`src/verilog/opl3_pkg.sv`:
```
`default_nettype none

package opl3_pkg;

    //////////////////////////////////////////////////////////////////////
    // Slot layout of the time-multiplexed operator array.
    //////////////////////////////////////////////////////////////////////
    localparam int BANK_NUM_WIDTH = 1;         // Two banks.
    localparam int OP_NUM_WIDTH = 5;           // Operator number within a bank.
    localparam int NUM_OPS_PER_BANK = 18;
    localparam int NUM_SLOTS = 36;             // Both banks, walked once per sample.
    localparam int SLOT_WIDTH = 6;             // Flat slot index, 0 to 35.

    //////////////////////////////////////////////////////////////////////
    // Register field widths and envelope limits.
    //////////////////////////////////////////////////////////////////////
    localparam int REG_FNUM_WIDTH = 10;
    localparam int REG_BLOCK_WIDTH = 3;
    localparam int REG_ENV_WIDTH = 4;          // Requested rate, 0 to 15.
    localparam int ENV_SHIFT_WIDTH = 2;        // Per-sample step, 0 to 3.
    localparam int ENV_LEVEL_WIDTH = 9;
    localparam int ENV_LEVEL_MAX = 511;        // Full attenuation.

    // Envelope parameters of one operator slot.
    typedef struct packed {
        logic ksr;                             // Key scale rate.
        logic nts;                             // Keyboard split selection.
        logic [REG_FNUM_WIDTH-1:0] fnum;
        logic [REG_BLOCK_WIDTH-1:0] block;
        logic [REG_ENV_WIDTH-1:0] rate;        // Requested rate.
    } op_env_params_t;

    // One host write: the target slot and its new parameters.
    typedef struct packed {
        logic [SLOT_WIDTH-1:0] slot;
        op_env_params_t params;
    } slot_write_t;

endpackage

`default_nettype wire

```
`src/verilog/pipeline_sr.sv`:
```
`default_nettype none

// Plain delay line. Every stage is brought out so the caller can tap
// whichever cycle it needs.
module pipeline_sr #(
    parameter type payload_t = logic,
    parameter int ENDING_CYCLE = 1
) (
    input wire clk,
    input wire payload_t in,
    output payload_t out [1:ENDING_CYCLE]
);

    always_ff @(posedge clk) begin
        out[1] <= in;                          // First stage takes the input.
        for (int i = 2; i <= ENDING_CYCLE; i++) begin
            out[i] <= out[i-1];                // The rest shift along.
        end
    end

endmodule

`default_nettype wire

```
`src/verilog/op_sequencer.sv`:
```
`default_nettype none

// Walks bank 0 operators 0 to 17, then bank 1 operators 0 to 17, at the
// start of every sample period. The remaining cycles of the period are idle.
module op_sequencer
    import opl3_pkg::*;
#(
    parameter int CLKS_PER_SAMPLE = 40
) (
    input wire clk,
    input wire reset,
    output logic sample_clk_en,
    output logic [BANK_NUM_WIDTH-1:0] bank_num,
    output logic [OP_NUM_WIDTH-1:0] op_num
);

    localparam int CNT_WIDTH = $clog2(CLKS_PER_SAMPLE);

    logic [CNT_WIDTH-1:0] cycle_cnt;           // Position within the sample period.

    always_ff @(posedge clk) begin
        if (reset) begin
            cycle_cnt <= '0;
            sample_clk_en <= 1'b0;
            bank_num <= '0;
            op_num <= '0;
        end else begin
            if (cycle_cnt == CNT_WIDTH'(CLKS_PER_SAMPLE - 1))
                cycle_cnt <= '0;               // Wrap to the next sample.
            else
                cycle_cnt <= cycle_cnt + 1'b1;

            // Outputs are registered, so they trail the counter by one cycle.
            sample_clk_en <= cycle_cnt < NUM_SLOTS;

            if (cycle_cnt < NUM_OPS_PER_BANK) begin
                bank_num <= '0;
                op_num <= OP_NUM_WIDTH'(cycle_cnt);
            end else if (cycle_cnt < NUM_SLOTS) begin
                bank_num <= '1;                // Second bank.
                op_num <= OP_NUM_WIDTH'(cycle_cnt - NUM_OPS_PER_BANK);
            end else begin
                // Idle tail of the period.
                bank_num <= '0;
                op_num <= '0;
            end
        end
    end

endmodule

`default_nettype wire

```
`src/verilog/op_param_ram.sv`:
```
`default_nettype none

// Envelope parameter store, one entry per operator slot.
module op_param_ram
    import opl3_pkg::*;
(
    input wire clk,
    input wire reset,
    input wire wr_en,
    input wire slot_write_t wr,
    input wire [SLOT_WIDTH-1:0] rd_slot,
    output op_env_params_t params
);

    op_env_params_t entries [NUM_SLOTS];

    // A cleared entry has rate 0, so a slot that was never written stays idle.
    always_ff @(posedge clk) begin
        if (reset) begin
            for (int i = 0; i < NUM_SLOTS; i++) begin
                entries[i] <= '0;
            end
        end else if (wr_en) begin
            entries[wr.slot] <= wr.params;     // Single-cycle host write.
        end
    end

    // Combinational read for pipeline stage 0.
    assign params = entries[rd_slot];

endmodule

`default_nettype wire

```
`src/verilog/env_rate_counter.sv`:
```
`default_nettype none

// Turns the slot's parameters into an effective rate and decides the
// attenuation step for this sample. Stage 0 is the parameter read, stage 1
// holds the raw rate, stage 2 holds the result.
module env_rate_counter
    import opl3_pkg::*;
(
    input wire clk,
    input wire reset,
    input wire sample_clk_en,
    input wire [BANK_NUM_WIDTH-1:0] bank_num,
    input wire [OP_NUM_WIDTH-1:0] op_num,
    input wire op_env_params_t params,
    output logic [REG_ENV_WIDTH:0] rate_hi_p2,
    output logic [ENV_SHIFT_WIDTH-1:0] env_shift_p2
);

    localparam int EG_TIMER_WIDTH = 13;
    localparam int PIPELINE_DELAY = 3;
    localparam int EG_ADD_WIDTH = $clog2(EG_TIMER_WIDTH);
    localparam int RATE_WIDTH = REG_ENV_WIDTH + 3;
    // Increment pattern over four samples, indexed by the low rate bits.
    localparam logic [3:0] EG_INC_STEP [4] = '{4'b0000, 4'b1000, 4'b1010, 4'b1110};

    // Returns one plus the index of the lowest set bit, or 0 for no bits.
    function automatic logic [EG_ADD_WIDTH-1:0] lowest_set_pos(
        input logic [EG_TIMER_WIDTH-1:0] t
    );
        logic [EG_ADD_WIDTH-1:0] pos;
        pos = '0;
        for (int i = EG_TIMER_WIDTH - 1; i >= 0; i--) begin
            if (t[i])
                pos = EG_ADD_WIDTH'(i + 1);
        end
        return pos;
    endfunction

    logic [EG_TIMER_WIDTH-1:0] eg_timer;
    logic eg_timerrem;                         // Set after the timer wraps.
    logic eg_state;                            // Toggles every sample.
    logic [EG_ADD_WIDTH-1:0] eg_add;
    logic [1:0] step_cnt;                      // Column of the step table.
    logic [REG_BLOCK_WIDTH:0] ksv_p0;
    logic [REG_BLOCK_WIDTH:0] ks_p0;
    logic [RATE_WIDTH-1:0] rate_p1;
    logic rate_not_zero_p1;
    logic [REG_ENV_WIDTH:0] rate_hi_pre_p1;
    logic [REG_ENV_WIDTH:0] rate_hi_p1;
    logic [1:0] rate_lo_p1;
    logic [REG_ENV_WIDTH+1:0] eg_shift_p1;
    logic [ENV_SHIFT_WIDTH:0] env_shift_pre_p1; // One spare bit for saturation.
    logic en_p [1:PIPELINE_DELAY];
    logic [BANK_NUM_WIDTH-1:0] bank_p [1:PIPELINE_DELAY];
    logic [OP_NUM_WIDTH-1:0] op_p [1:PIPELINE_DELAY];

    pipeline_sr #(.ENDING_CYCLE(PIPELINE_DELAY)) en_sr (
        .clk,
        .in(sample_clk_en),
        .out(en_p)
    );

    pipeline_sr #(
        .payload_t(logic [BANK_NUM_WIDTH-1:0]),
        .ENDING_CYCLE(PIPELINE_DELAY)
    ) bank_sr (
        .clk,
        .in(bank_num),
        .out(bank_p)
    );

    pipeline_sr #(
        .payload_t(logic [OP_NUM_WIDTH-1:0]),
        .ENDING_CYCLE(PIPELINE_DELAY)
    ) op_sr (
        .clk,
        .in(op_num),
        .out(op_p)
    );

    //////////////////////////////////////////////////////////////////////
    // Stage 0 to 1: key scaling and raw rate.
    //////////////////////////////////////////////////////////////////////
    always_comb begin
        // Block times two, low bit from the keyboard split.
        ksv_p0 = {params.block, 1'b0} | {3'b000, params.nts ? params.fnum[8] : params.fnum[9]};
        ks_p0 = params.ksr ? ksv_p0 : ksv_p0 >> 2;
    end

    always_ff @(posedge clk) begin
        rate_p1 <= {3'b000, ks_p0} + {1'b0, params.rate, 2'b00};
        rate_not_zero_p1 <= params.rate != '0;
    end

    //////////////////////////////////////////////////////////////////////
    // Stage 1 to 2: clamp and step selection.
    //////////////////////////////////////////////////////////////////////
    always_comb begin
        rate_hi_pre_p1 = rate_p1[RATE_WIDTH-1:2];
        rate_hi_p1 = (rate_hi_pre_p1 > 15) ? 5'd15 : rate_hi_pre_p1; // Highest rate is 15.
        rate_lo_p1 = rate_p1[1:0];
        eg_shift_p1 = {1'b0, rate_hi_p1} + {2'b00, eg_add};
        env_shift_pre_p1 = {1'b0, rate_hi_p1[1:0]} + {2'b00, EG_INC_STEP[rate_lo_p1][step_cnt]};
    end

    always_ff @(posedge clk) begin
        if (reset) begin
            rate_hi_p2 <= '0;
            env_shift_p2 <= '0;
        end else begin
            rate_hi_p2 <= rate_hi_p1;
            env_shift_p2 <= '0;                // No step unless a rule below applies.
            if (rate_not_zero_p1) begin
                if (rate_hi_p1 < 12) begin
                    // Slow rates only move on odd samples, at eg_add positions.
                    if (eg_state) begin
                        case (eg_shift_p1)
                            12: env_shift_p2 <= 2'd1;
                            13: env_shift_p2 <= {1'b0, rate_lo_p1[1]};
                            14: env_shift_p2 <= {1'b0, rate_lo_p1[0]};
                            default: env_shift_p2 <= '0;
                        endcase
                    end
                end else if (env_shift_pre_p1[ENV_SHIFT_WIDTH]) begin
                    env_shift_p2 <= 2'd3;      // Saturate.
                end else if (env_shift_pre_p1 == '0) begin
                    env_shift_p2 <= {1'b0, eg_state};
                end else begin
                    env_shift_p2 <= env_shift_pre_p1[ENV_SHIFT_WIDTH-1:0];
                end
            end
        end
    end

    //////////////////////////////////////////////////////////////////////
    // Global envelope timer, one tick per sample after the last slot.
    //////////////////////////////////////////////////////////////////////
    always_ff @(posedge clk) begin
        if (reset) begin
            eg_timer <= '0;
            eg_timerrem <= 1'b0;
            eg_state <= 1'b0;
            eg_add <= '0;
            step_cnt <= '0;
        end else if (en_p[3] && bank_p[3] == '1
                     && op_p[3] == OP_NUM_WIDTH'(NUM_OPS_PER_BANK - 1)) begin
            eg_add <= lowest_set_pos(eg_timer); // Taken from the timer before it moves.
            if (eg_timerrem || eg_state) begin
                if (eg_timer == '1) begin
                    eg_timer <= '0;
                    eg_timerrem <= 1'b1;
                end else begin
                    eg_timer <= eg_timer + 1'b1;
                    eg_timerrem <= 1'b0;
                end
            end
            eg_state <= !eg_state;
            step_cnt <= step_cnt + 1'b1;
        end
    end

endmodule

`default_nettype wire

```
`src/verilog/env_level_store.sv`:
```
`default_nettype none

// Attenuation level per slot. The step from the rate counter is applied
// when the slot reaches stage 2.
module env_level_store
    import opl3_pkg::*;
(
    input wire clk,
    input wire reset,
    input wire sample_clk_en,
    input wire [SLOT_WIDTH-1:0] slot_p0,
    input wire [ENV_SHIFT_WIDTH-1:0] env_shift_p2,
    input wire wr_en,
    input wire slot_write_t wr,
    input wire [SLOT_WIDTH-1:0] rd_slot,
    output logic [ENV_LEVEL_WIDTH-1:0] rd_level
);

    logic [ENV_LEVEL_WIDTH-1:0] levels [NUM_SLOTS];
    logic en_p [1:2];
    logic [SLOT_WIDTH-1:0] slot_p [1:2];
    logic [ENV_LEVEL_WIDTH:0] sum_p2;          // Carry bit flags overflow.
    logic [ENV_LEVEL_WIDTH-1:0] next_level_p2;

    pipeline_sr #(.ENDING_CYCLE(2)) en_sr (
        .clk,
        .in(sample_clk_en),
        .out(en_p)
    );

    pipeline_sr #(
        .payload_t(logic [SLOT_WIDTH-1:0]),
        .ENDING_CYCLE(2)
    ) slot_sr (
        .clk,
        .in(slot_p0),
        .out(slot_p)
    );

    always_comb begin
        sum_p2 = {1'b0, levels[slot_p[2]]} + (ENV_LEVEL_WIDTH + 1)'(env_shift_p2);
        next_level_p2 = sum_p2[ENV_LEVEL_WIDTH] ? ENV_LEVEL_WIDTH'(ENV_LEVEL_MAX)
                                                : sum_p2[ENV_LEVEL_WIDTH-1:0];
    end

    always_ff @(posedge clk) begin
        if (reset) begin
            for (int i = 0; i < NUM_SLOTS; i++) begin
                levels[i] <= '0;
            end
            rd_level <= '0;
        end else begin
            if (en_p[2])
                levels[slot_p[2]] <= next_level_p2;
            if (wr_en)
                levels[wr.slot] <= '0;         // Later assignment, so the write wins.
            rd_level <= levels[rd_slot];       // Registered host read.
        end
    end

endmodule

`default_nettype wire

```
`src/verilog/env_rate_top.sv`:
```
`default_nettype none

module env_rate_top
    import opl3_pkg::*;
#(
    parameter int CLKS_PER_SAMPLE = 40
) (
    input wire clk,
    input wire reset,
    input wire wr_en,
    input wire slot_write_t wr,
    input wire [SLOT_WIDTH-1:0] rd_slot,
    output logic [ENV_LEVEL_WIDTH-1:0] rd_level
);

    logic sample_clk_en;
    logic [BANK_NUM_WIDTH-1:0] bank_num;
    logic [OP_NUM_WIDTH-1:0] op_num;
    logic [SLOT_WIDTH-1:0] slot_p0;
    op_env_params_t params;
    logic [ENV_SHIFT_WIDTH-1:0] env_shift_p2;

    // Flat slot index, bank 1 follows the 18 operators of bank 0.
    assign slot_p0 = bank_num != '0 ? SLOT_WIDTH'(op_num + NUM_OPS_PER_BANK)
                                    : SLOT_WIDTH'(op_num);

    op_sequencer #(.CLKS_PER_SAMPLE(CLKS_PER_SAMPLE)) sequencer (
        .clk, .reset, .sample_clk_en, .bank_num, .op_num
    );

    op_param_ram param_ram (
        .clk, .reset, .wr_en, .wr, .rd_slot(slot_p0), .params
    );

    // The effective rate is only watched by the assertions.
    env_rate_counter rate_counter (
        .clk, .reset, .sample_clk_en, .bank_num, .op_num, .params,
        .rate_hi_p2(), .env_shift_p2
    );

    env_level_store level_store (
        .clk, .reset, .sample_clk_en, .slot_p0, .env_shift_p2,
        .wr_en, .wr, .rd_slot, .rd_level
    );

endmodule

`default_nettype wire

```
`config.mk`:
```
export PLATFORM = sky130hd
export DESIGN_NAME = env_rate_top
export DESIGN_NICKNAME = d
export VERILOG_FILES = /design/src/verilog/opl3_pkg.sv /design/src/verilog/pipeline_sr.sv /design/src/verilog/op_sequencer.sv /design/src/verilog/op_param_ram.sv /design/src/verilog/env_rate_counter.sv /design/src/verilog/env_level_store.sv /design/src/verilog/env_rate_top.sv
export SDC_FILE = /design/constraint.sdc
export NUM_CORES = 2
export LEC_CHECK = 0
export BUFFER_PORTS_ARGS = -buffer_cell sky130_fd_sc_hd__clkbuf_2
export CAP_MARGIN = 20
export CORE_UTILIZATION = 35
export DETAILED_ROUTE_END_ITERATION = 8
export HOLD_SLACK_MARGIN = 0.08
export SYNTH_ARGS = -nofsm -noshare
export SYNTH_HDL_FRONTEND = slang
export SYNTH_HIERARCHICAL = 1
export SYNTH_SLANG_ARGS = --single-unit
```
`constraint.sdc`:
```
create_clock -name clk -period 7.76 [get_ports clk]
set_input_delay 1.552 -clock clk [delete_from_list [all_inputs] [get_ports clk]]
set_output_delay 1.552 -clock clk [all_outputs]
set_load 0.02 [all_outputs]
```
==> flow_summary_export.csv <==
group,metric,value,unit
status,outcome,"finished clean",
drt,met3RoutedLength,23.1,mm
clocking,tritoncts,"yes",
power,peakVddDrop,0.000168,V
drt,routed-via-count,48011,
clocking,cts_buffers,152,
synth,synth.avg_cell_area,11.9,um^2
global_routing,gr-usage-all-layers,22.9,%
clocking,cts.sink_count,1368,
layout,layout.nets,5357,
drt,detail_route.vias_per_cell,6.07,
timing,rsz0062_at_grt,"false",
synth,area_of_the_mapped_netlist,0.0654,mm^2
critical_path,worstSetupEndpoint,"level_store/levels[57][8]",
layout,areaGrowthSynthToFinish,11.2,%
drt,wl_met2,98.6,mm
floorplanning,core-area,0.186,mm^2
global_routing,grt_start_max_net_pins,99,
floorplanning,std_cell_rows,158,
timing,finalCriticalPeriod,6.42,ns
drt,wl_per_cell,27.8,um
critical_path,criticalPathCategory,"reg -> reg",
layout,count_of_fill_cells_added_during_filler_insertion,17503,
synth,ys_warn_count,6,
drt,drt_pre_antenna_iters,9,
drt,drt-initial-drc-count,6257,
critical_path,worst-endpoint-arrival,7.04,ns
layout,sequential_cell_area,0.0344,mm^2
layout,multiInputGateArea,0.0280,mm^2
critical_path,timing.critical_path.required,8.38,ns
hold_path,hold_path_class,"reg -> reg",
synth,synthesis.instances,5499,
placement,place_ws,1.73,ns
clocking,clkTransAtPathRegs,0.06,ns
placement,port-buffer-count,34,
timing,hold_viol,0,
drt,highest_layer,"met5",
clocking,cts.repair.resized,0,
clocking,post_cts_hold_buffer_count,0,
timing,fin_crit_sh,82.7,%
clocking,h_tree_depth,4,
floorplanning,dieArea,0.189,mm^2
layout,postLayoutCoreUtil,39.2,%
clocking,cts_setup_buffers,0,
timing,setup_ws,1.34,ns
drt,drc_errors,0,
layout,final_layout_size_suffix_gt1_share,18.2,%
synth,syn_nets,5552,
global_routing,gr-total-overflow,0,
critical_path,timing.critical_path.from,"level_store/slot_sr/out[1]",
floorplanning,die_width,434,um
placement,place_hpwl,142,mm
power,leakage_power_summed_over_all_cells,23.7,nW
global_routing,number_of_global_route_vias_before_repair,45703,
timing,max-slew-margin-rel,13.6,%
critical_path,rr_endpoint,"level_store/levels[57][8]",
critical_path,start_kind,"flop",
critical_path,cp_max_fanout,39,
clocking,worstSkewPairLatency,0.83,ns
drt,antenna_violating_nets_post_route,0,
layout,final_common_cell,"sky130_fd_sc_hd__edfxtp_1",
timing,fmax,156,MHz
placement,finalWeightedCongestion,1.02,
critical_path,worst_setup_path_end_kind,"flop",
drt,route.layer.met1.wl,85.7,mm
timing,finalSetupViolCount,0,
critical_path,r2r_slack,1.34,ns
power,cellPowerDensity,223,mW/mm^2
floorplanning,start_util,35.3,%
timing,final.setup_skew,0.0530,ns
clocking,root_buffer,"sky130_fd_sc_hd__clkbuf_16",
flow_run,max_cap_viols,0,
floorplanning,vertical_extent_of_the_die,434,um
timing,tns,0,ns
global_routing,antenna_violations_before_repair,10,
critical_path,worst_r2r_path_depth,10,
critical_path,reg2reg_from,"level_store/slot_sr/out[1]",
global_routing,grt_pass1_wl,319,mm
floorplanning,io_pins,43,
drt,routed_wirelength,220,mm
timing,actual_slew_at_the_worst_max_slew_pin,1.29,ns
clocking,cts.path.max_buffers,3,
layout,most-common-layout-cells,"sky130_fd_sc_hd__edfxtp_1, sky130_fd_sc_hd__dfxtp_1, sky130_fd_sc_hd__nor2_1",
timing,finalMaxSlewViolations,0,
[worst max-delay path, stage by stage, from the launching register on]
cell and delay (ns):
sky130_fd_sc_hd__dfxtp_4 0.85, sky130_fd_sc_hd__buf_4 0.41, sky130_fd_sc_hd__nand2b_1 0.45, sky130_fd_sc_hd__nor2_1 0.10, sky130_fd_sc_hd__o41ai_1 0.95, sky130_fd_sc_hd__o2111ai_1 0.31
sky130_fd_sc_hd__nor4b_1 0.72, sky130_fd_sc_hd__a2111o_1 0.35, sky130_fd_sc_hd__or3_2 0.84, sky130_fd_sc_hd__and2_2 0.95, sky130_fd_sc_hd__a211oi_2 0.16
[sequential cells by signal, indices dropped and copies added, names as in the netlist, 4 cells and up]
name and count:
sequencer/cycle_cnt 6, rate_counter/rate_p1 7, rate_counter/op_sr/out 15, rate_counter/eg_timer 13, rate_counter/eg_add 4, level_store/slot_sr/out 12
level_store/levels 576, param_ram/entries 704, sequencer/op_num 5, level_store/rd_level 9
[worst min path at each step]
stage                                           start                          end  slack, ns  depth (start not counted)
after floorplan              level_store/en_sr/out[1]     level_store/en_sr/out[0]       0.31                          0
after global placement     level_store/slot_sr/out[7]   level_store/slot_sr/out[1]       0.31                          0
after detailed placement  level_store/slot_sr/out[11]   level_store/slot_sr/out[5]       0.31                          0
after CTS                 rate_counter/bank_sr/out[1]  rate_counter/bank_sr/out[0]       0.32                          0
after global routing      rate_counter/bank_sr/out[1]  rate_counter/bank_sr/out[0]       0.32                          0
final                     rate_counter/bank_sr/out[1]  rate_counter/bank_sr/out[0]       0.32                          0
[stage by stage]
step	total power (W)	hold WS [ns]	instance area (um^2)	instances
after floorplan	0.00866	0.310	65400	5499
after CTS	0.0163	0.318	72700	7899
after global placement	0.00908	0.311	67500	7613
final	0.0162	0.319	72800	7914
after detailed placement	0.00910	0.312	67600	7620
after global routing	0.0167	0.324	72800	7911
[metal layers]
layer,up-vias,global-route usage (%)
met2,2862,34.8
met1,24065,30.2
met3,599,5.41
met5,-,0
li1,20473,-
met4,12,12.2
[report_power, final]
part	internal, W	total [W]	leakage [nW]	switching [W]
registers	0.00773	0.00780	11.9	0.0000714
clock network	0.00416	0.00726	2.47	0.00310
logic	0.000350	0.00117	9.33	0.000824
[final cells by class]
| type | instances | share of cell area [%] |
|---|---|---|
| tap | 2480 | 4.26 |
| multi-input combinational | 3440 | 38.4 |
| timing repair buffer | 218 | 2.36 |
| clock buffer | 211 | 5.92 |
| sequential | 1368 | 47.3 |
| clock inverter | 68 | 1.01 |
| inverter | 124 | 0.643 |
| antenna | 5 | 0.0172 |
No activity file was read; power rests on OpenSTA's default activity.
